--- config.mk ---
export PLATFORM = sky130hd
export DESIGN_NAME = ring_master
export DESIGN_NICKNAME = d
export VERILOG_FILES = /design/src/hdl/ring_pkg.sv /design/src/hdl/ring_master.sv
export SDC_FILE = /design/constraint.sdc
export NUM_CORES = 1
export LEC_CHECK = 0
export ABC_AREA = 1
export BUFFER_PORTS_ARGS = -buffer_cell sky130_fd_sc_hd__buf_4
export CAP_MARGIN = 20
export CORE_MARGIN = 5
export CORE_UTILIZATION = 45
export DETAILED_ROUTE_END_ITERATION = 12
export PLACE_DENSITY = 0.82
export SYNTH_ARGS = -nofsm -noshare
export SYNTH_HDL_FRONTEND = slang
export SYNTH_SLANG_ARGS = --single-unit
--- constraint.sdc ---
create_clock -name clk_50 -period 1.56 [get_ports clk_50]
set_input_delay 0.468 -clock clk_50 [delete_from_list [all_inputs] [get_ports clk_50]]
set_output_delay 0.468 -clock clk_50 [all_outputs]
set_load 0.02 [all_outputs]
--- src/hdl/ring_pkg.sv ---
/* Ring slot layout and host types for the 64-bit peripheral ring. Only one
   slot is ever in flight, so slots carry no tag or source id. */
package ring_pkg;

  // Width of one ring slot in bits
  localparam int RING_W = 64;

  // Byte address on the ring, word aligned by the low two bits
  typedef logic [19:0] ring_addr_t;

  // Request view of a slot, as injected by the master
  typedef struct packed {
    logic        valid;
    logic        resp;
    logic        wr;
    logic [3:0]  mask;
    logic [4:0]  spare;
    ring_addr_t  addr;
    logic [31:0] wdata;
  } ring_req_t;

  // Response view of a slot, as turned around by a node or the master
  typedef struct packed {
    logic        valid;
    logic        resp;
    logic        wr;
    logic        err;
    logic [7:0]  spare;
    ring_addr_t  addr;
    logic [31:0] rdata;
  } ring_rsp_t;

  // The resp bit sits at the same position in both views and picks the one that applies
  typedef union packed {
    ring_req_t req;
    ring_rsp_t rsp;
  } ring_slot_u;

  // One host command, sampled on the request strobe
  typedef struct packed {
    logic        wr;
    logic [3:0]  mask;
    ring_addr_t  addr;
    logic [31:0] wdata;
  } host_cmd_t;

  // Registers written by test software to report its progress
  typedef struct packed {
    logic [31:0] progress;
    logic [31:0] fail;
    logic [31:0] pass;
  } test_status_t;

  // True when the slot is a live request that falls inside the node's window
  function automatic logic ring_claims(ring_slot_u s, ring_addr_t mask, ring_addr_t base);
    return s.req.valid && !s.req.resp && ((s.req.addr & mask) == base);
  endfunction

  // Turns a claimed request into a good response carrying the given data
  function automatic ring_slot_u ring_reply(ring_slot_u s, logic [31:0] rdata);
    ring_slot_u r;
    r = {RING_W{1'b0}};
    r.rsp.valid = 1'b1;
    r.rsp.resp = 1'b1;
    r.rsp.wr = s.req.wr;
    r.rsp.addr = s.req.addr;
    r.rsp.rdata = rdata;
    return r;
  endfunction

  // Replaces only the bytes selected by the byte mask
  function automatic logic [31:0] byte_merge(logic [31:0] old, logic [31:0] wdata,
                                             logic [3:0] mask);
    logic [31:0] m;
    m = old;
    for (int i = 0; i < 4; i++) begin
      if (mask[i]) m[8*i +: 8] = wdata[8*i +: 8];
    end
    return m;
  endfunction

endpackage

--- src/hdl/ring_master.sv ---
/* Single outstanding request only; a strobe while busy is dropped silently.
   Slots returning while idle are discarded, so stray traffic never reaches the host. */
`timescale 1ns/1ns

module ring_master import ring_pkg::*; (
  input  logic       clk_50,
  input  logic       arst_n,
  input  logic       host_req,
  input  host_cmd_t  host_cmd,
  output logic       host_busy,
  output logic       host_done,
  output ring_rsp_t  host_rsp,
  input  ring_slot_u slot_in,
  output ring_slot_u slot_out
);

  ring_req_t  inj;
  ring_rsp_t  ret;
  ring_slot_u rx_slot;

  // Request view built straight from the host command
  always_comb begin
    inj = '0;
    inj.valid = 1'b1;
    inj.resp = 1'b0;
    inj.wr = host_cmd.wr;
    inj.mask = host_cmd.mask;
    inj.addr = host_cmd.addr;
    inj.wdata = host_cmd.wdata;
  end

  // A slot that comes home still marked as a request was claimed by nobody
  always_comb begin
    ret = rx_slot.rsp;
    if (!rx_slot.req.resp) begin
      ret = '0;
      ret.valid = 1'b1;
      ret.resp = 1'b1;
      ret.wr = rx_slot.req.wr;
      ret.err = 1'b1;
      ret.addr = rx_slot.req.addr;
    end
  end

  always_ff @(posedge clk_50 or negedge arst_n) begin
    if (!arst_n) begin
      slot_out <= '0;
      rx_slot <= '0;
      host_busy <= 1'b0;
      host_done <= 1'b0;
      host_rsp <= '0;
    end else begin
      // The master never forwards what it receives, so the ring empties behind each slot
      slot_out <= '0;
      host_done <= 1'b0;
      // Returning slot is registered first and decoded a cycle later
      rx_slot <= slot_in;
      if (host_req && !host_busy) begin
        slot_out.req <= inj;
        host_busy <= 1'b1;
      end
      // Only the slot we injected can come back while busy
      if (host_busy && rx_slot.req.valid) begin
        host_rsp <= ret;
        host_done <= 1'b1;
        host_busy <= 1'b0;
      end
    end
  end

endmodule

# Yosys cells after proc, flatten, opt, wreduce, memory -nomap -nowiden
# Index checks and enable logic that the tools add are counted.
[op_classes] n_reduce_logical=4 n_mux=5
[ops] op="64-bit 2-to-1 mux" n=2
[ops] op="1-bit 2-to-1 mux" n=3
[ops] op="1-bit logical AND" n=2
[ops] op="2-bit nonzero test" n=1
[ops] op="1-bit logical NOT" n=1
[totals] ff_bits=194

# Depth between registers and ports, before layout
[depth] depth_word=4 mapped_depth=5 mapped_depth_nobuf=4

# Least setup slack after synthesis
# No wires, ideal clock.
[synth_path] kind="register -> register" from="register host_busy" to="register host_rsp[15] (netlist bit)" required_time_ns=1.426 n_path_buf=2 stages_incl_launch_ff=6 slack_ns=0.450 setup_time_ns=0.134 t_arrival_ns=0.976 cell_sequence="dfrtp_1 nand2_2 buf_6 buf_6 nand2_1 o21ai_0"
[synth_between] elab_chain_cells=1
[synth_lines] item="start: declaration" line_no="ring_master.sv:10" text="output logic host_busy,"
[synth_lines] item="start signal: assignment" line_no="ring_master.sv:49" text="host_busy <= 1'b0;"
[synth_lines] item="start signal: assignment" line_no="ring_master.sv:60" text="host_busy <= 1'b1;"
[synth_lines] item="start signal: assignment" line_no="ring_master.sv:66" text="host_busy <= 1'b0;"
[synth_lines] item="1-bit logical AND" line_no="ring_master.sv:63" text="if (host_busy && rx_slot.req.valid) begin"
[synth_lines] item="end signal: assignment" line_no="ring_master.sv:64" text="host_rsp <= ret;"
[synth_lines] item="end: declaration" line_no="ring_master.sv:12" text="output ring_rsp_t host_rsp,"
# Every way passes these cells.
# A chain may end at the register's enable or synchronous reset.

# Worst setup path after layout
[layout_path] from="register host_busy" to="output port host_busy"
# No word-level cell between the ends.

==> out/qor.txt <==
==================================================================================
Htree depth                                                                      4
Top-level port count                                                           254
X dimension of the die                                                      127 um
Async set-reset flop share out of synthesis                                   100%
Family of cells with the greatest summed delay on the critical path     flip-flops
Clk Latency, worst-skew pair                                               0.42 ns
Final instance area                                                     8880 sq um
Min Clock Period, post-route                                               1.49 ns
Crit path max fanout                                                             3
Top cells by area in the synthesized netlist                          dfrtp_1 76%, nand2_1 9.1%, inv_1 3.8%, nor2_1 2.9%, o21ai_0 2.6%
Startpoint types                                                         flip-flop
Static leakage                                                             4.89 nW
Number of cells produced by synthesis                                          531
Number of setup buffers added after CTS                                          0
Number of max-cap violations                                                     0
Average via count per standard cell                                           4.43
Peak VDD IR                                                              0.00102 V
Number of remaining DRC errors                                                   0
Row cnt                                                                         42
Critical path data arrival time                                            1.02 ns
Outcome                                                               finished clean
Overall via count from detail_route                                           4323
Post-synth EDFFs                                                                 0
Post-CTS sizing                                                                  0
Seq cells post-synth                                                           188
Fraction of final layout cells with drive strength greater than 1            38.1%
# port buffers                                                                 247
Number of sinks on the clock net                                               188
Sequential area share after synthesis                                        76.2%
Number of global-route vias before repair                                     4617
Class of the tightest hold or removal check                           input pin to flip-flop
CTS clk-pin slew, worst paths                                              0.07 ns
Die Ht                                                                      127 um
Violation count after the first detailed-route iteration                       192
Initial antenna violation count                                                  0
Number of optimization iterations in the first detailed-route pass               4
Ordered cell list for the critical path                                      buf_4
Maximum clock skew at final layout                                      0.00673 ns
Stage delay of the slowest cell on the critical path                       0.42 ns
Routability Congestion                                                       0.738
Final hold violation count                                                       0
Endpoints failing setup                                                          0
Final Max Slew Viols                                                             0
Global-route wire length before repair                                    23800 um
Ranking of synthesized cells by instance count                        188 x dfrtp_1, 149 x nand2_1, 62 x inv_1, 48 x nor2_1, 32 x o21ai_0
Buffers from clock root to sink, at most                                         2
Relative area change from synthesis to final layout                          43.7%
Primary flip-flop cell chosen by synthesis mapping                         dfrtp_1
Wirelength per Cell                                                        15.5 um
Total Negative Setup Slacks                                                   0 ns
Largest net degree at the start of global routing                               60
Peak clock frequency supported by timing                                 0.672 GHz
Total global routing overflow                                                    0
Half-perimeter wire length after placement                                10900 um
Clock tree from TritonCTS                                                     done
Core area                                                              13300 sq um
Final routed wirelength across all metal layers                           15100 um
Cts bufs inserted                                                               17
Critical Path End Type                                                  output pin
Post-synthesis average cell area                                        11.6 sq um
Buffers & Inverters on Critical Path                                             1
Critical setup path kind                                              flip-flop to output pin
Library cells used by synthesis                                                 15
Number of antenna diodes                                                         0
Area after DPL                                                          8260 sq um
Area of the mapped netlist                                              6170 sq um
Required time reported for the critical path endpoint                      1.09 ns
Final Net Count                                                                911
Count of yosys warnings during synthesis                                         0
Top-area cell type share of the netlist area                                 76.2%
Area leader, netlist                                                       dfrtp_1
Remaining antenna violation count after routing                                  0
Most common cell in the synthesized netlist                                dfrtp_1
Clock Root Buffer                                                        clkbuf_16
Hold slack                                                                0.148 ns
Area enclosed by the die boundary                                      16200 sq um
Slowest CP cell                                                            dfrtp_1
Power density relative to cell area                                   1380 nW/um^2
Aggregate global-route resource usage                                        19.3%
Unrepaired setup endpoints after global routing                              false
Crit share post-route                                                        95.3%
Initial standard-cell utilization of the core                                46.3%
==================================================================================
flip-flops by register name (all words and copies together), names as in the netlist:
name       count
host_rsp      64
slot_out      58
host_done      1
host_busy      1
rx_slot       64
cell usage in the layout (no fill, tap or decap):
cell type,synthesis,final
clkbuf_8,0,4
inv_1,62,62
nand2_1,149,149
clkbuf_16,0,17
dlygate4sd3_1,0,1
buf_4,8,253
clkinvlp_4,0,2
nor2_2,9,9
clkinv_2,0,6
dfrtp_1,188,188
conb_1,1,6
clkinv_4,0,1
o21ai_1,9,9
nor2_1,48,48
buf_12,0,7
inv_2,1,1
nand2_4,0,1
o21ai_0,32,32
nand2_2,2,1
bufinv_16,0,3
per-stage QoR:
step	power [W]	instances	worst slack, ns	util [%]
floorplan	0.00675	536	0.450	-
global placement	0.00792	943	0.358	61.8
detailed placement	0.00800	943	0.290	61.8
CTS	0.0124	976	0.0448	66.5
global route	0.0128	976	0.0195	66.5
finish	0.0123	976	0.0728	66.5
metal layers:
layer  vias to the layer above  global-route usage (%)  share of wire [%]
li1                       2077                       -                  -
met1                      2041                    21.0                 36
met2                       182                    32.9                 52
met3                        23                    8.97                9.6
met4                         0                    7.70                2.1
met5                         -                       0                  0
cell families (layout without fill, tap and decap cells):
kind of cell           count (synthesis)  count (layout)  synth area share (%)
buffers and inverters                 93             357                  7.34
flip-flops                           188             188                  76.2
AO/OA/AOI/OAI                         41              41                  3.32
AND/OR/NAND/NOR                      208             208                  13.1
other                                  1               6                0.0607
final cells by class:
class	instances	area [sq um]
Tap cell	176	220
Sequential cell	188	4700
Clock buffer	20	467
Inverter	63	236
Multi-Input combinational cell	255	1040
Clock inverter	12	144
Fill cell	983	4470
Timing Repair Buffer	262	2060
final timing paths:
path | cells past startpoint | endpoint | from | slack, ns
worst max-delay path | 1 | host_busy | host_busy | 0.07
worst min-delay path | 1 | rx_slot[5] | slot_in[5] | 0.15
worst max register to register | 4 | host_rsp[34] | host_busy | 0.32
worst min register to register | 2 | host_rsp[48] | rx_slot[48] | 0.44
max in group asynchronous | 3 | host_rsp[20] | arst_n | 0.51
min in group asynchronous | 2 | host_rsp[23] | arst_n | 0.53
power by group:
part           internal (W)  switching (W)  total, W
Combinational      0.000961        0.00129   0.00225
Clock               0.00263        0.00174   0.00437
Sequential          0.00538       0.000252   0.00564
timing repair:
action,4_1_cts,5_1_grt
endpoints found under the hold margin,30,0
hold buffers,1,0
setup endpoints to repair,0,0
No activity file was read; power rests on OpenSTA's default activity.
