$ cat src/hdl/ring_pkg.sv
/* Ring slot layout and host types for the 64-bit peripheral ring. Only one
   slot is ever in flight, so slots carry no tag or source id. */
package ring_pkg;

  // Width of one ring slot in bits
  localparam int RING_W = 64;

  // Byte address on the ring, word aligned by the low two bits
  typedef logic [19:0] ring_addr_t;

  // Request view of a slot, as injected by the master
  typedef struct packed {
    logic        valid;
    logic        resp;
    logic        wr;
    logic [3:0]  mask;
    logic [4:0]  spare;
    ring_addr_t  addr;
    logic [31:0] wdata;
  } ring_req_t;

  // Response view of a slot, as turned around by a node or the master
  typedef struct packed {
    logic        valid;
    logic        resp;
    logic        wr;
    logic        err;
    logic [7:0]  spare;
    ring_addr_t  addr;
    logic [31:0] rdata;
  } ring_rsp_t;

  // The resp bit sits at the same position in both views and picks the one that applies
  typedef union packed {
    ring_req_t req;
    ring_rsp_t rsp;
  } ring_slot_u;

  // One host command, sampled on the request strobe
  typedef struct packed {
    logic        wr;
    logic [3:0]  mask;
    ring_addr_t  addr;
    logic [31:0] wdata;
  } host_cmd_t;

  // Registers written by test software to report its progress
  typedef struct packed {
    logic [31:0] progress;
    logic [31:0] fail;
    logic [31:0] pass;
  } test_status_t;

  // True when the slot is a live request that falls inside the node's window
  function automatic logic ring_claims(ring_slot_u s, ring_addr_t mask, ring_addr_t base);
    return s.req.valid && !s.req.resp && ((s.req.addr & mask) == base);
  endfunction

  // Turns a claimed request into a good response carrying the given data
  function automatic ring_slot_u ring_reply(ring_slot_u s, logic [31:0] rdata);
    ring_slot_u r;
    r = {RING_W{1'b0}};
    r.rsp.valid = 1'b1;
    r.rsp.resp = 1'b1;
    r.rsp.wr = s.req.wr;
    r.rsp.addr = s.req.addr;
    r.rsp.rdata = rdata;
    return r;
  endfunction

  // Replaces only the bytes selected by the byte mask
  function automatic logic [31:0] byte_merge(logic [31:0] old, logic [31:0] wdata,
                                             logic [3:0] mask);
    logic [31:0] m;
    m = old;
    for (int i = 0; i < 4; i++) begin
      if (mask[i]) m[8*i +: 8] = wdata[8*i +: 8];
    end
    return m;
  endfunction

endpackage

$ cat src/hdl/ring_testregs_node.sv
/* Progress, fail and pass registers at word offsets 0 to 2, byte maskable.
   Offset 3 reads zero and drops writes. */
`timescale 1ns/1ns

module ring_testregs_node import ring_pkg::*; #(
  parameter ring_addr_t ADDR_MASK = 20'hFFFF0,
  parameter ring_addr_t ADDR_BASE = 20'hFFFF0
) (
  input  logic         clk_50,
  input  logic         arst_n,
  input  ring_slot_u   slot_in,
  output ring_slot_u   slot_out,
  output test_status_t test_status
);

  logic         hit;
  ring_addr_t   ofs;
  logic [17:0]  word;
  logic         wr;
  test_status_t status_next;
  logic [31:0]  rdata;

  assign hit = ring_claims(slot_in, ADDR_MASK, ADDR_BASE);
  assign ofs = slot_in.req.addr & ~ADDR_MASK;
  assign word = ofs[19:2];
  assign wr = slot_in.req.wr;

  // Each register merges the write bytes and returns its updated value
  always_comb begin
    status_next = test_status;
    rdata = '0;
    if (hit) begin
      case (word)
        18'd0: begin
          if (wr) status_next.progress = byte_merge(test_status.progress,
                                                    slot_in.req.wdata, slot_in.req.mask);
          rdata = status_next.progress;
        end
        18'd1: begin
          if (wr) status_next.fail = byte_merge(test_status.fail,
                                                slot_in.req.wdata, slot_in.req.mask);
          rdata = status_next.fail;
        end
        18'd2: begin
          if (wr) status_next.pass = byte_merge(test_status.pass,
                                                slot_in.req.wdata, slot_in.req.mask);
          rdata = status_next.pass;
        end
        default: rdata = '0;
      endcase
    end
  end

  always_ff @(posedge clk_50 or negedge arst_n) begin
    if (!arst_n) begin
      slot_out <= '0;
      test_status <= '0;
    end else begin
      test_status <= status_next;
      if (hit) slot_out <= ring_reply(slot_in, rdata);
      else slot_out <= slot_in;
    end
  end

endmodule

$ cat config.mk
export PLATFORM = sky130hd
export DESIGN_NAME = ring_testregs_node
export DESIGN_NICKNAME = d
export VERILOG_FILES = /design/src/hdl/ring_pkg.sv /design/src/hdl/ring_testregs_node.sv
export SDC_FILE = /design/constraint.sdc
export NUM_CORES = 1
export LEC_CHECK = 0
export ABC_AREA = 1
export BUFFER_PORTS_ARGS = -buffer_cell sky130_fd_sc_hd__buf_2
export CORE_ASPECT_RATIO = 0.75
export CORE_MARGIN = 2
export CORE_UTILIZATION = 42
export CTS_CLUSTER_DIAMETER = 80
export DETAILED_ROUTE_END_ITERATION = 12
export PLACE_DENSITY = 0.73
export SETUP_SLACK_MARGIN = 0.3
export SYNTH_ARGS = -nofsm -noshare
export SYNTH_HDL_FRONTEND = slang
export SYNTH_SLANG_ARGS = --single-unit
$ cat constraint.sdc
create_clock -name clk_50 -period 1 [get_ports clk_50]
set_input_delay 0.05 -clock clk_50 [delete_from_list [all_inputs] [get_ports clk_50]]
set_output_delay 0.05 -clock clk_50 [all_outputs]
set_load 0.03 [all_outputs]
Yosys cells after proc, flatten, opt, wreduce, memory -nomap -nowiden
Cells that the tools add are included.
{"block": "op_classes", "n_mux": 17, "eq_ne": 3, "reduce_logical": 7}
{"cell": "$mux W32", "count": 3}
{"cell": "$mux W8", "count": 12}
{"cell": "$pmux W32 S3", "count": 1}
{"cell": "$mux W64", "count": 1}
{"cell": "$logic_not A18 Y1", "count": 1}
{"cell": "$eq A16 B16 Y1 const B", "count": 1}
{"cell": "$reduce_and A2 Y1", "count": 3}
{"cell": "$eq A2 B1 Y1 const B", "count": 1}
{"cell": "$eq A2 B2 Y1 const B", "count": 1}
{"cell": "$logic_and A1 B1 Y1", "count": 2}
{"cell": "$logic_not A1 Y1", "count": 1}
{"block": "word_totals", "out_inout_bits": 160, "word_cells": 31, "input_bits": 66, "ff_bits": 160}

Logic depth before layout (Yosys ltp)
{"block": "depth", "depth_word": 4, "depth_mapped": 9}

Worst setup path after synthesis
Ideal clock, no wire load.
{"block": "synth_timing", "path_kind": "input-to-reg", "start": "in slot_in[41] (netlist name)", "end": "reg slot_out[13] (netlist name)", "setup_time_ps": 116, "required_time_ps": 884, "path_stages": 8, "slack_ps": -13, "t_arrival_ps": 897, "path_buffers": 1, "cell_sequence": "nand2_1 nor2_1 nand3_1 nor2_4 inv_2 clkbuf_1 nand2_1 nand2_1"}
{"block": "synth_between", "elab_chain_cells": 3}
{"element": "start: declaration", "line": "ring_testregs_node.sv:11", "rtl": "input ring_slot_u slot_in,"}
{"element": "$eq A16 B16 Y1", "line": "ring_pkg.sv:56", "rtl": "return s.req.valid && !s.req.resp && ((s.req.addr & mask) == base);"}
{"element": "$logic_and A1 B1 Y1", "line": "ring_pkg.sv:56"}
{"element": "$mux W64", "line": "ring_testregs_node.sv:60", "rtl": "if (hit) slot_out <= ring_reply(slot_in, rdata);"}
{"element": "end signal: assignment", "line": "ring_testregs_node.sv:60"}
{"element": "end signal: assignment", "line": "ring_testregs_node.sv:61", "rtl": "else slot_out <= slot_in;"}
{"element": "end: declaration", "line": "ring_testregs_node.sv:12", "rtl": "output ring_slot_u slot_out,"}
No other way between the ends.
A chain may end at the register's enable or synchronous reset.

Worst setup path after layout
{"block": "layout_timing", "start": "reg test_status[27] (netlist name)", "end": "reg slot_out[27] (netlist name)"}
{"block": "layout_between", "elab_chain_cells": 4}
{"element": "start: declaration", "line": "ring_testregs_node.sv:13", "rtl": "output test_status_t test_status"}
{"element": "start signal: assignment", "line": "ring_testregs_node.sv:59", "rtl": "test_status <= status_next;"}
{"element": "$mux W8", "line": "ring_pkg.sv:77", "rtl": "if (mask[i]) m[8*i +: 8] = wdata[8*i +: 8];"}
{"element": "$mux W32 (*)", "line": "ring_testregs_node.sv:45", "rtl": "if (wr) status_next.pass = byte_merge(test_status.pass,"}
{"element": "$pmux W32 S3 (*)", "line": "ring_testregs_node.sv:33", "rtl": "case (word)"}
{"element": "$mux W64 (*)", "line": "ring_testregs_node.sv:60"}
Mark *: on every way between the ends. The rest lies on a longest branch, timed or not.

==> impl_results.md <==
- Synthesized flop and latch total: 160
- Synth Net Count: 1,082
- Area grow syn2layout: 108%
- CTS clk-pin slew, worst paths: 0.08 ns
- Synth area leader: dfrtp_1
- Vias in the first global route: 9,164
- Largest net degree at the start of global routing: 58
- # setup viols final: 204
- Worst-Skew Late Latency: 0.45 ns
- # H-tree levels: 4
- DIE AREA: 19,000 sq um
- RSZ-0062 raised after global routing: yes
- Psw: 4.74 mW
- CP Launch Type: flop
- Slew headroom: 0.734
- Sequential Power Share: 0.408
- Critical Path Fanout Max: 2
- Clk_skew: 0.0148 ns
- Pint: 11.6 mW
- Min Hold Slack: 0.0442 ns
- CP Capture Type: flop
- Hold Vio Cnt, Final: 0
- Fin crit period: 1.44 ns
- Detailed Route WL: 43,200 microns
- Slew Limit Fails: 0
- Leak: 7.84 nW
- Die X-Extent: 159 microns
- Worst Tran Pin Value: 0.398 ns
- Setup Crit Path Kind: flop to flop
- Switching share of power: 0.289
- I/O pins: 226
- Register area share after synthesis: 0.531
- GR Util All Layers: 0.342
- Worst setup margin: -0.436 ns
- Maximum Capacitance Violations: 0
- Gr ovfl total: 0
- First-pass iteration count of the detailed router: 8
- Failing checks: setup timing
- Fmax: 696 MHz
- Die height: 120 microns
- Worst endpoint required time: 1.22 ns
- Netlist cell types: 13
- Final worst path period share: 1.44
- Vias/cell: 5.94
- First-pass GRT wire length: 49,700 microns
- Post-DP HPWL: 15,500 microns
- Clk sink count: 160
- Starting Density: 0.428
- DR iter-0 viols: 1,182
- Run status: complete, but fails checks
- TritonCTS clock tree: done
- Final nets: 1,549
- Top cells by area, synth: dfrtp_1, nand2_1, nand3_1
- Via count: 10,300
- Drt drc: 0
- Worst EP arrival: 1.66 ns
- Routed len/inst: 24.8 microns
- Worst vdd ir: 949 uV
- Mapped Cells: 1,016
- Site Rows: 42
- Post-DRT Antenna Nets: 0
- Clock power share: 0.438
- Total CTS buffers: 17
- Syn_area_per_cell: 7.42 sq um
- CORE AREA: 17,600 sq um
- Total negative slack: -12.34 ns
- Cell area after synthesis: 7540 sq um
- Layout cells sized above 1: 0.649
- Routability cong.: 0.847
- Root buf cell: clkbuf_16
- Initial antenna violation count: 3
- Synth top area share: 0.531
- P per Cell Area: 1040 nW/um^2
- Yosys warns: 0
- I/O Buffers: 225
- Comb power frac: 0.154
- HP Class: input pin to asynchronous set/reset pin
- Longest Clk Path Bufs: 2
==> power by group through the flow <==
stage	Combinational (mW)	Clock, mW	Sequential (mW)
2_1_floorplan	0.531	0	7.03
3_3_place_gp	1.59	0	6.75
3_5_place_dp	1.60	0	6.75
4_1_cts	2.06	6.97	6.66
5_1_grt	2.62	7.44	6.68
6_report	2.52	7.18	6.68
==> through the flow <==
stage               cells  instance area (sq um)  total power [mW]   util  setup WS (ns)
global placement     1474                   9710              8.34  0.552         -0.244
global route         1739                  15700              16.7  0.891         -0.496
finish               1740                  15700              16.4  0.891         -0.436
floorplan            1016                   7940              7.57      -         0.0645
detailed placement   1474                   9710              8.35  0.552         -0.278
CTS                  1671                  13800              15.7  0.782         -0.147
==> state kept, by name (all words and copies together), names as in the netlist <==
| signal | cells |
|---|---|
| slot_out | 64 |
| test_status | 96 |
==> metal layers <==
metal | GRT usage | routed length (microns)
met5 | 0 | 0
met4 | 0.145 | 3410
met3 | 0.0845 | 5470
met2 | 0.554 | 19400
met1 | 0.437 | 14900
==> critical path, stage by stage (launching register included) <==
cell and delay (ns):
dfrtp_2 0.44, buf_6 0.13, nand2_4 0.06, nand2_4 0.07, nand2_2 0.08, nand3_1 0.09, nand2_1 0.09, nand2_1 0.25
==> cell type report <==
type,count,area [sq um]
Antenna cell,2,5.00
Inverter,14,55.1
Clock inverter,14,181
Clock buffer,18,439
Timing Repair Buffer,512,5710
Sequential cell,160,4120
Tap cell,242,303
Fill cell,648,1910
Multi-Input combinational cell,778,4870
==> worst paths after layout <==
path                       slack (ns)            start  cells past startpoint         endpoint
max                             -0.44  test_status[27]                      7     slot_out[27]
min in group clk_50              0.07      slot_in[14]                      5  test_status[46]
min reg2reg                      0.53  test_status[71]                      2  test_status[71]
min                              0.04           arst_n                      2     slot_out[25]
max reg2reg                     -0.44  test_status[27]                      7     slot_out[27]
max in group asynchronous        0.36           arst_n                      3  test_status[40]
==> cells in the mapped netlist <==
cell	number
buf_1	4
buf_2	42
buf_6	6
clkbuf_1	12
dfrtp_1	160
inv_1	13
inv_2	1
nand2_1	593
nand3_1	165
nor2_1	17
nor2_4	1
nor3_1	1
nor3_2	1
==> layout by cell type (no fill, tap or decap), types with 48 or more instances in the layout <==
master and count:
buf_4 63, dfrtp_1 64, nand3_2 99, dlygate4sd3_1 62
nand2_4 77, nand2_1 318, nand2_2 196, buf_6 286
buf_2 48, nand3_1 62, dfrtp_2 96
==> cells by family (layout without fill, tap and decap cells) <==
family | after synthesis | in the layout | synth area share
buf+inv | 78 | 558 | 0.0518
other cells | 0 | 2 | 0
flops | 160 | 160 | 0.531
simple gates | 778 | 778 | 0.417
==> repair_timing <==
action / in CTS / in global routing
gates resized for setup: 571 / 336
pin swaps: 141 / 149
endpoints found under the hold margin: 221 / 0
gates cloned: 8 / 15
hold buffers: 62 / 0
endpoints found under the setup margin: 297 / 298
buffers inserted: 95 / 52
Note: power is estimated with default switching activity, not from simulation.
