$ cat config.mk
export PLATFORM = sky130hd
export DESIGN_NAME = ring_event_node
export DESIGN_NICKNAME = d
export VERILOG_FILES = /design/src/hdl/ring_pkg.sv /design/src/hdl/ring_event_node.sv
export SDC_FILE = /design/constraint.sdc
export NUM_CORES = 1
export LEC_CHECK = 0
export ABC_CLOCK_PERIOD_IN_PS = 1200
export CAP_MARGIN = 15
export CORE_ASPECT_RATIO = 0.75
export CORE_MARGIN = 4
export CORE_UTILIZATION = 45
export CTS_CLUSTER_DIAMETER = 120
export DETAILED_ROUTE_END_ITERATION = 10
export DONT_BUFFER_PORTS = 1
export PLACE_DENSITY = 0.7
export REMOVE_ABC_BUFFERS = 1
export SETUP_SLACK_MARGIN = 0.2
export SLEW_MARGIN = 20
export SYNTH_ARGS = -nofsm -noshare
export SYNTH_HDL_FRONTEND = slang
export SYNTH_SLANG_ARGS = --single-unit
$ cat constraint.sdc
create_clock -name clk_50 -period 1.2 [get_ports clk_50]
set_clock_uncertainty 0.2 [all_clocks]
set_input_delay 0.06 -clock clk_50 [delete_from_list [all_inputs] [get_ports clk_50]]
set_output_delay 0.06 -clock clk_50 [all_outputs]
set_load 0.1 [all_outputs]
$ cat src/hdl/ring_pkg.sv
/* Ring slot layout and host types for the 64-bit peripheral ring. Only one
   slot is ever in flight, so slots carry no tag or source id. */
package ring_pkg;

  // Width of one ring slot in bits
  localparam int RING_W = 64;

  // Byte address on the ring, word aligned by the low two bits
  typedef logic [19:0] ring_addr_t;

  // Request view of a slot, as injected by the master
  typedef struct packed {
    logic        valid;
    logic        resp;
    logic        wr;
    logic [3:0]  mask;
    logic [4:0]  spare;
    ring_addr_t  addr;
    logic [31:0] wdata;
  } ring_req_t;

  // Response view of a slot, as turned around by a node or the master
  typedef struct packed {
    logic        valid;
    logic        resp;
    logic        wr;
    logic        err;
    logic [7:0]  spare;
    ring_addr_t  addr;
    logic [31:0] rdata;
  } ring_rsp_t;

  // The resp bit sits at the same position in both views and picks the one that applies
  typedef union packed {
    ring_req_t req;
    ring_rsp_t rsp;
  } ring_slot_u;

  // One host command, sampled on the request strobe
  typedef struct packed {
    logic        wr;
    logic [3:0]  mask;
    ring_addr_t  addr;
    logic [31:0] wdata;
  } host_cmd_t;

  // Registers written by test software to report its progress
  typedef struct packed {
    logic [31:0] progress;
    logic [31:0] fail;
    logic [31:0] pass;
  } test_status_t;

  // True when the slot is a live request that falls inside the node's window
  function automatic logic ring_claims(ring_slot_u s, ring_addr_t mask, ring_addr_t base);
    return s.req.valid && !s.req.resp && ((s.req.addr & mask) == base);
  endfunction

  // Turns a claimed request into a good response carrying the given data
  function automatic ring_slot_u ring_reply(ring_slot_u s, logic [31:0] rdata);
    ring_slot_u r;
    r = {RING_W{1'b0}};
    r.rsp.valid = 1'b1;
    r.rsp.resp = 1'b1;
    r.rsp.wr = s.req.wr;
    r.rsp.addr = s.req.addr;
    r.rsp.rdata = rdata;
    return r;
  endfunction

  // Replaces only the bytes selected by the byte mask
  function automatic logic [31:0] byte_merge(logic [31:0] old, logic [31:0] wdata,
                                             logic [3:0] mask);
    logic [31:0] m;
    m = old;
    for (int i = 0; i < 4; i++) begin
      if (mask[i]) m[8*i +: 8] = wdata[8*i +: 8];
    end
    return m;
  endfunction

endpackage

$ cat src/hdl/ring_event_node.sv
/* Window holds two words: offset 0 sets and reads, offset 1 clears.
   Writes ignore the byte mask and only the low four data bits count. */
`timescale 1ns/1ns

module ring_event_node import ring_pkg::*; #(
  parameter ring_addr_t ADDR_MASK = 20'hFFFF8,
  parameter ring_addr_t ADDR_BASE = 20'hE0000
) (
  input  logic       clk_50,
  input  logic       arst_n,
  input  ring_slot_u slot_in,
  output ring_slot_u slot_out,
  output logic [3:0] event_pending
);

  logic        hit;
  ring_addr_t  ofs;
  logic [17:0] word;
  logic [3:0]  pend_next;
  logic [31:0] rdata;

  assign hit = ring_claims(slot_in, ADDR_MASK, ADDR_BASE);

  // Word offset inside the window, taken from the address bits the mask leaves free
  assign ofs = slot_in.req.addr & ~ADDR_MASK;
  assign word = ofs[19:2];

  always_comb begin
    pend_next = event_pending;
    rdata = '0;
    if (hit) begin
      case (word)
        18'd0: begin
          if (slot_in.req.wr) pend_next = event_pending | slot_in.req.wdata[3:0];
          rdata = {28'b0, pend_next};
        end
        18'd1: begin
          // Clear register reads back as zero, but a write echoes the new flags
          if (slot_in.req.wr) begin
            pend_next = event_pending & ~slot_in.req.wdata[3:0];
            rdata = {28'b0, pend_next};
          end
        end
        default: rdata = '0;
      endcase
    end
  end

  always_ff @(posedge clk_50 or negedge arst_n) begin
    if (!arst_n) begin
      slot_out <= '0;
      event_pending <= '0;
    end else begin
      event_pending <= pend_next;
      // Claimed requests turn into responses, everything else goes on unchanged
      if (hit) slot_out <= ring_reply(slot_in, rdata);
      else slot_out <= slot_in;
    end
  end

endmodule

==> impl_metrics.csv, run 1 <==
group,metric,value,unit
synthesis,synth.cell_area,2360,um2
sta,repair-timing-grt-worst-ep,"event_pending[1]",
cts,root_buffer,"clkbuf_8",
synthesis,synth_cell_types,27,
cts,cts_sinks,68,
synthesis,ys_seq_elements,68,
place,hpwl,4.82,mm
synthesis,synthCells,160,
synthesis,yosysWarnings,0,
place,finalWeightedCongestion,0.770,
cts,htree_levels,3,
place,portBuffers,0,
die,die_h,70.7,um
global_routing,grt_max_degree,69,
cts,cts_made_buffers,9,
die,ios,134,
synthesis,avgSynthCellArea,14.8,um2
die,die_w,91.7,um
die,start_util,47.4,%
run_status,error_line,"[ERROR DPL-0038] Utilization greater than 100%, impossible to legalize",
run_status,flow.stopped_at,"global routing (5_1_grt)",
synthesis,synth_seq_area_share,72.0,%
sta,endpoint_type,"top-level output",
run_status,outcome,"aborted with a tool error",
cts,cts_buffer_depth,2,
die,num_rows,22,
metrics by stage:
step	setup WS, ns	util, %	setup TNS (ns)	cell area, um2	instances
floorplan	-0.414	-	-9.35	2300	152
CTS	-0.0317	92.4	-0.296	4600	366
global placement	-0.310	75.3	-13.11	3750	299
detailed placement	-0.377	75.3	-15.56	3750	299
kinds of logic after synthesis:
| family | after synthesis | share of synthesized area [%] |
|---|---|---|
| multiplexers | 4 | 1.75 |
| buffers and inverters | 12 | 3.34 |
| flip-flops | 68 | 72.0 |
| AND/OR/NAND/NOR | 67 | 20.4 |
| AO/OA/AOI/OAI | 9 | 2.49 |
Yosys cell counts:
cell type  count  area [um2]
dfrtp_1       68        1700
and2_1        29         181
and2_4        10        87.6
nand4_1        7        43.8
nor2_1         5        18.8
o21ai_0        5        25.0
clkbuf_1       4        15.0
inv_1          4        15.0
nand3_1        4        20.0
buf_6          3        33.8
mux2i_1        3        30.0
a32oi_1        2        17.5
nor2b_1        2        12.5
a41oi_1        1        8.76
and3_1         1        6.26
and3b_1        1        8.76
and4_1         1        8.76
buf_8          1        15.0
mux2_1         1        11.3
nand2_1        1        3.75
nand2_4        1        11.3
nand2b_1       1        6.26
nor4_2         1        12.5
nor4_4         1        21.3
nor4b_2        1        15.0
nor4b_4        1        23.8
o31ai_1        1        7.51
repair_timing:
item | in CTS
hold buffers | 47
setup buffers | 4
resized for setup | 29
setup endpoints to repair | 114
endpoints found under the hold margin | 136
pin swaps | 6
==> inputs of run 2 (changes only) <==
--- a/config.mk
+++ b/config.mk
@@ -7,15 +7,12 @@
 export LEC_CHECK = 0
 export ABC_CLOCK_PERIOD_IN_PS = 1200
 export CAP_MARGIN = 15
-export CORE_ASPECT_RATIO = 0.75
 export CORE_MARGIN = 4
-export CORE_UTILIZATION = 45
-export CTS_CLUSTER_DIAMETER = 120
+export CORE_UTILIZATION = 30
 export DETAILED_ROUTE_END_ITERATION = 10
 export DONT_BUFFER_PORTS = 1
-export PLACE_DENSITY = 0.7
+export PLACE_DENSITY_LB_ADDON = 0.15
 export REMOVE_ABC_BUFFERS = 1
-export SETUP_SLACK_MARGIN = 0.2
 export SLEW_MARGIN = 20
 export SYNTH_ARGS = -nofsm -noshare
 export SYNTH_HDL_FRONTEND = slang
==> run 2 against run 1 <==
Against the previous run: the flow now finishes, with violations (negative hold slack, negative setup slack); synthesized cell count unchanged; area after synthesis is the same.
==> impl_metrics.csv, run 2 <==
group,metric,value,unit
finish,top_register,"slot_out",
global_routing,grt_pass1_wl,10.5,mm
synthesis,synth_mux_area_share,1.75,%
setup_path,r2r_end,"slot_out[1]",
drt,postRouteAntennaNets,0,
finish,regArea,1700,um2
setup_path,crit_start,"event_pending[2]",
finish,final_core_util,59.6,%
place,hpwl,4.56,mm
setup_path,start_kind,"flip-flop",
sta,maxSlewHeadroom,79.2,%
die,start_util,30.7,%
drt,vias,1786,
cts,cts_buffer_depth,2,
place,portBuffers,0,
finish,final_cell_mix,"68 x buf_12, 67 x dfrtp_1, 48 x dlygate4sd3_1, 28 x and2_1",
finish,multi_input_comb_area,603,um2
setup_path,slowest_delay,0.45,ns
setup_path,cp_num_buf_inv,1,
global_routing,grt_max_degree,69,
sta,fin_ws,-0.0580,ns
drt,wirelength,6.47,mm
finish,nFillCells,577,
synthesis,yosysTopAreaCell,"dfrtp_1",
setup_path,worstSetupPathType,"reg -> out",
die,ios,134,
setup_path,crit_chain,"buf_12",
global_routing,global_route.usage.met1,13.7,%
sta,tightest_slew,0.312,ns
setup_path,cp-endpoint,"event_pending[2]",
finish,drive_above_1_share,38.9,%
synthesis,synthTopCellsByArea,"dfrtp_1 72%, and2_1 7.7%, and2_4 3.7%",
cts,ctsHoldBuffers,48,
setup_path,crit_fanout,3,
synthesis,ys_seq_elements,68,
die,num_rows,32,
place,finalWeightedCongestion,0.844,
setup_path,r2r-start,"event_pending[1]",
sta,finalCritPeriodShare,105,%
die,die_h,96.7,um
global_routing,grt_use_total,14.3,%
finish,final_common_cell,"buf_12",
global_routing,overflow,0,
setup_path,cp.required,0.94,ns
synthesis,synth-xor-area-share,0,%
synthesis,synth_seq_area_share,72.0,%
finish,largest_reg_flops,64,
synthesis,avgSynthCellArea,14.8,um2
cts,clkTransAtPathRegs,0.08,ns
global_routing,global_route.usage.met2,23.9,%
global_routing,antenna_found_initial,0,
setup_path,cp-end-kind,"output port",
cts,htree_levels,3,
synthesis,ys_top_cells_by_count,"68 x dfrtp_1, 29 x and2_1, 10 x and2_4",
cts,clk_latency,0.33,ns
global_routing,busiest_layer,"met2",
synthesis,synth.cell_area,2360,um2
synthesis,synth_fa_ha_area_share,0,%
die,core_area,7690,um2
synthesis,synth_top_area_share,72.0,%
power,power_density,1330,nW/um2
setup_path,cp_top_family,"flip-flops",
setup_path,reg2reg_depth,5,
run,cap_violations,0,
finish,syn_to_final_growth,93.8,%
synthesis,synthFlopType,"dfrtp_1",
power,ir_drop,0.664,mV
cts,cts_made_buffers,9,
drt,drt_iter0_markers,29,
synthesis,yosysWarnings,0,
synthesis,synth_top_family_by_area,"simple AND/OR/NAND/NOR gates",
place,dpl_worst_slack,-0.314,ns
sta,hold_ws,-0.790,ns
synthesis,yosysMostFrequentCell,"dfrtp_1",
drt,dr.pass1.iters,4,
die,dieArea,9360,um2
cts,cts_tree,"built",
run_status,violations,"negative hold slack, negative setup slack",
power,leakage,2.03,nW
sta,rsz0062_at_grt,"true",
sta,slew_violations,0,
finish,largestRegisters,"slot_out (64), event_pending (4)",
setup_path,ff2ff_setup_slack,0,ns
setup_path,critical_path_arrival,1.00,ns
drt,drc,0,
setup_path,crit_cells,1,
worst_hold_path,hold_path.class,"in -> async",
sta,finalSetupViolCount,4,
global_routing,grt_use_met3,8.44,%
cts,cts_sinks,68,
run_status,outcome,"finished, violations left",
synthesis,synth_compound_area_share,2.49,%
finish,fin_nets,354,
global_routing,first_global_vias,2023,
synthesis,synthArstFlopShare,100,%
finish,antenna_cells,0,
sta,fin_crit,1.26,ns
sta,hold_viol_final,93,
drt,viasPerCell,4.52,
die,die_w,96.7,um
synthesis,synthCells,160,
synthesis,synth_cell_types,27,
cts,root_buffer,"clkbuf_8",
setup_path,critPathSlowestCell,"dfrtp_1",
synthesis,yosys.area_share.simple,20.4,%
drt,wire_per_inst,16.4,um
sta,max_freq,795,MHz
synthesis,synth-edff-count,0,
==> run 2: cell counts after synthesis <==
No cell type changed its count.
==> run 2: cell type report <==
cell class                 instances  area share [%]
timing repair buffer             125            41.8
sequential                        68            37.2
multi-input combinational         80            13.2
clock buffer                      11            3.09
tap                              102            2.79
clock inverter                     5            1.64
inverter                           4           0.328
==> run 2: how the worst min path moves through the flow <==
stage,startpoint,endpoint,slack [ns],depth (start not counted)
2_1_floorplan,arst_n,event_pending[0],-0.44,0
3_3_place_gp,arst_n,slot_out[32],-0.43,0
3_5_place_dp,arst_n,slot_out[62],-0.43,0
4_1_cts,arst_n,slot_out[44],-0.81,0
5_1_grt,arst_n,event_pending[1],-0.82,0
6_report,arst_n,slot_out[51],-0.79,0
==> run 2: per-layer routing <==
metal	part of all wire, %	vias to the layer above
met5	0	-
met4	3.4	0
met3	13	20
met2	52	123
met1	31	859
li1	-	784
==> run 2: cells by family after synthesis <==
family                 count (synthesis)
AOI/OAI and AO/OA                      9
buffers and inverters                 12
DFF                                   68
muxes                                  4
and+or+nand+nor                       67
==> run 2: what timing repair did <==
action / 4_1_cts / 5_1_grt
endpoints found under the setup margin: 7 / 75
endpoints found under the hold margin: 136 / 93
gates resized for setup: 13 / 8
pin swaps: 1 / 3
gates cloned: 0 / 0
buffers inserted: 1 / 0
==> run 2: power breakdown <==
group	internal [W]	switching, W	total [W]
Sequential	0.00240	0.0000926	0.00250
Clock	0.00122	0.000808	0.00202
Combinational	0.000599	0.000960	0.00156
Total	0.00422	0.00186	0.00608
==> run 2: stage by stage <==
step | hold slack (ns) | instances | total power (W) | instance area, um2 | setup TNS, ns
detailed placement | -0.433 | 330 | 0.00398 | 3800 | -12.98
floorplan | -0.436 | 152 | 0.00339 | 2300 | -9.35
CTS | -0.806 | 395 | 0.00614 | 4560 | -0.132
global route | -0.822 | 395 | 0.00630 | 4580 | -0.680
finish | -0.790 | 395 | 0.00608 | 4580 | -0.122
global placement | -0.434 | 330 | 0.00396 | 3800 | -10.55
Power figures use the tool's default switching activity.
==> inputs of run 3 (changes only) <==
--- a/config.mk
+++ b/config.mk
@@ -5,6 +5,7 @@
 export SDC_FILE = /design/constraint.sdc
 export NUM_CORES = 1
 export LEC_CHECK = 0
+export ABC_AREA = 1
 export ABC_CLOCK_PERIOD_IN_PS = 1200
 export CAP_MARGIN = 15
 export CORE_MARGIN = 4
@@ -12,7 +13,6 @@
 export DETAILED_ROUTE_END_ITERATION = 10
 export DONT_BUFFER_PORTS = 1
 export PLACE_DENSITY_LB_ADDON = 0.15
-export REMOVE_ABC_BUFFERS = 1
 export SLEW_MARGIN = 20
 export SYNTH_ARGS = -nofsm -noshare
 export SYNTH_HDL_FRONTEND = slang
==> run 3 against run 2 <==
Against the previous run: the flow still finishes with violations (negative hold slack, negative setup slack); critical path depth is the same; maximum frequency fell by 1.5%; final cell count increased by 16%; clock-buffer cell count is 1 lower; total power up 7.7%; combinational power about the same; utilization grew 1.8 points; critical endpoint is now event_pending[1]; setup slack got worse by 0.020 ns; worst hold slack got worse by 0.0011 ns; sequential share of layout area down 1.2 points.
==> impl_metrics.csv, run 3 <==
group,metric,value,unit
run,cap_violations,0,
run_status,outcome,"finished, violations left",
power,power_density,1370,nW/um2
sta,finalCritPeriodShare,106,%
setup_path,start_kind,"flip-flop",
synthesis,synth-edff-count,0,
finish,fin_cells,457,
sta,hold_viol_final,91,
finish,syn_to_final_growth,98.1,%
synthesis,ys_seq_elements,68,
finish,final_cell_mix,"70 x buf_12, 64 x dfrtp_1, 52 x dlygate4sd3_1, 44 x inv_1",
global_routing,grt_max_degree,69,
global_routing,grt_use_total,13.8,%
die,die_h,97.6,um
sta,hold_ws,-0.792,ns
drt,postRouteAntennaNets,0,
finish,fin_nets,416,
drt,drc,0,
drt,wire_per_inst,13.8,um
drt,wirelength,6.29,mm
synthesis,ys_top_cells_by_count,"68 x dfrtp_1, 48 x inv_1, 36 x nand2_1",
finish,largestRegisters,"slot_out (64), event_pending (4)",
finish,nFillCells,609,
sta,rsz0062_at_grt,"true",
cts,cts_sinks,68,
cts,cts_tree,"built",
synthesis,synth_cell_types,16,
setup_path,cp_top_family,"flip-flops",
finish,antenna_cells,0,
setup_path,crit_chain,"buf_12",
synthesis,yosysTopAreaCell,"dfrtp_1",
die,start_util,31.0,%
finish,drive_above_1_share,33.8,%
drt,vias,1844,
setup_path,cp_num_buf_inv,1,
die,ios,134,
global_routing,grt_pass1_wl,10.3,mm
place,portBuffers,0,
synthesis,synthTopCellsByArea,"dfrtp_1 71%, inv_1 7.5%, nand2_1 5.6%",
drt,viasPerCell,4.04,
setup_path,worstSetupPathType,"reg -> out",
die,core_area,7770,um2
global_routing,overflow,0,
finish,top_register,"slot_out",
synthesis,avgSynthCellArea,11.3,um2
synthesis,yosysMostFrequentCell,"dfrtp_1",
drt,dr.pass1.iters,4,
synthesis,synthArstFlopShare,100,%
finish,multi_input_comb_area,475,um2
cts,clkTransAtPathRegs,0.08,ns
cts,cts_made_buffers,9,
setup_path,critical_path_arrival,1.02,ns
cts,clk_latency,0.33,ns
setup_path,crit_fanout,3,
global_routing,first_global_vias,2037,
finish,final_common_cell,"buf_12",
worst_hold_path,hold_path.class,"in -> async",
drt,drt_iter0_markers,33,
sta,fin_ws,-0.0776,ns
place,hpwl,4.42,mm
finish,largest_reg_flops,64,
global_routing,antenna_found_initial,0,
place,finalWeightedCongestion,0.803,
sta,maxSlewHeadroom,81.1,%
finish,regArea,1720,um2
synthesis,synthFlopType,"dfrtp_1",
sta,tightest_slew,0.283,ns
power,leakage,2.34,nW
synthesis,synth_top_area_share,70.7,%
die,dieArea,9520,um2
cts,cts_buffer_depth,2,
synthesis,yosysWarnings,0,
synthesis,synth_seq_area_share,70.7,%
run_status,violations,"negative hold slack, negative setup slack",
sta,finalSetupViolCount,6,
synthesis,synth.cell_area,2410,um2
cts,htree_levels,3,
power,ir_drop,0.765,mV
setup_path,cp-end-kind,"output port",
die,num_rows,32,
cts,root_buffer,"clkbuf_8",
setup_path,cp.required,0.94,ns
die,die_w,97.6,um
sta,max_freq,783,MHz
synthesis,synthCells,213,
place,dpl.cell_count,387,
setup_path,critPathSlowestCell,"dfrtp_4",
setup_path,slowest_delay,0.51,ns
sta,fin_crit,1.28,ns
synthesis,syn-num-nets,279,
sta,slew_violations,0,
[run 3: changes by cell type in the layout (fill, tap and decap cells not counted), moves of 4 or more]
cell           previous run  this run
o21ai_0                   5         0
inv_1                     2        44
nor2_4                    0        11
dfrtp_4                   0         4
and2_4                   10         0
nand2_1                   1        34
nor2_1                    4        34
dlygate4sd3_1            48        52
and2_1                   28         0
[run 3: cell families (layout without fill, tap and decap cells)]
family                 Yosys count  in the layout  synth area share (%)
and+or+nand+nor                 91             91                  19.3
buffers and inverters           54            196                  9.93
DFF                             68             68                  70.7
[run 3: cell type report]
| cell class | count | area share [%] |
|---|---|---|
| Clock buffer | 10 | 2.68 |
| Clock inverter | 6 | 2.86 |
| Inverter | 50 | 4.04 |
| Multi-Input combinational cell | 91 | 9.97 |
| Sequential cell | 68 | 36.0 |
| Tap cell | 102 | 2.68 |
| Timing Repair Buffer | 130 | 41.8 |
[run 3: power breakdown]
part | switching (W) | internal [W]
Combinational | 0.000990 | 0.000594
Clock | 0.000874 | 0.00160
Sequential | 0.0000909 | 0.00240
[run 3: path summary, 6_finish.rpt]
kind / from / end / slack (ns) / cells past startpoint
worst max-delay path: event_pending[1] / event_pending[1] / -0.08 / 1
worst min-delay path: arst_n / slot_out[45] / -0.79 / 0
worst max register to register: event_pending[3] / slot_out[3] / -0.05 / 7
worst min register to register: event_pending[2] / event_pending[2] / 0.39 / 2
max in group asynchronous: arst_n / slot_out[39] / 1.46 / 0
min in group clk_50: slot_in[45] / slot_out[45] / -0.46 / 0
[run 3: layer usage]
layer	global-route usage, %	part of all wire, %
met4	5.96	2.6
met3	6.03	8.4
met2	23.2	52
met5	0	0
met1	15.2	37
[run 3: per-stage QoR]
stage / util (%) / instance area, um2 / total power [W] / worst slack [ns] / setup TNS (ns)
floorplan: - / 2420 / 0.00340 / -0.0499 / -0.375
global placement: 50.2 / 3900 / 0.00397 / 0.00281 / 0
detailed placement: 50.2 / 3900 / 0.00398 / -0.0146 / -0.0654
CTS: 61.1 / 4740 / 0.00662 / -0.0964 / -0.646
global route: 61.4 / 4770 / 0.00680 / -0.121 / -1.31
finish: 61.4 / 4770 / 0.00655 / -0.0776 / -0.385
[run 3: repair_timing]
| item | CTS | global route |
|---|---|---|
| hold buffers | 52 | 1 |
| pin swaps | 2 | 6 |
| resized for setup | 13 | 4 |
| hold endpoints to repair | 136 | 92 |
| setup endpoints to repair | 8 | 66 |
| buffers inserted | 1 | 0 |
| gates cloned | 0 | 0 |
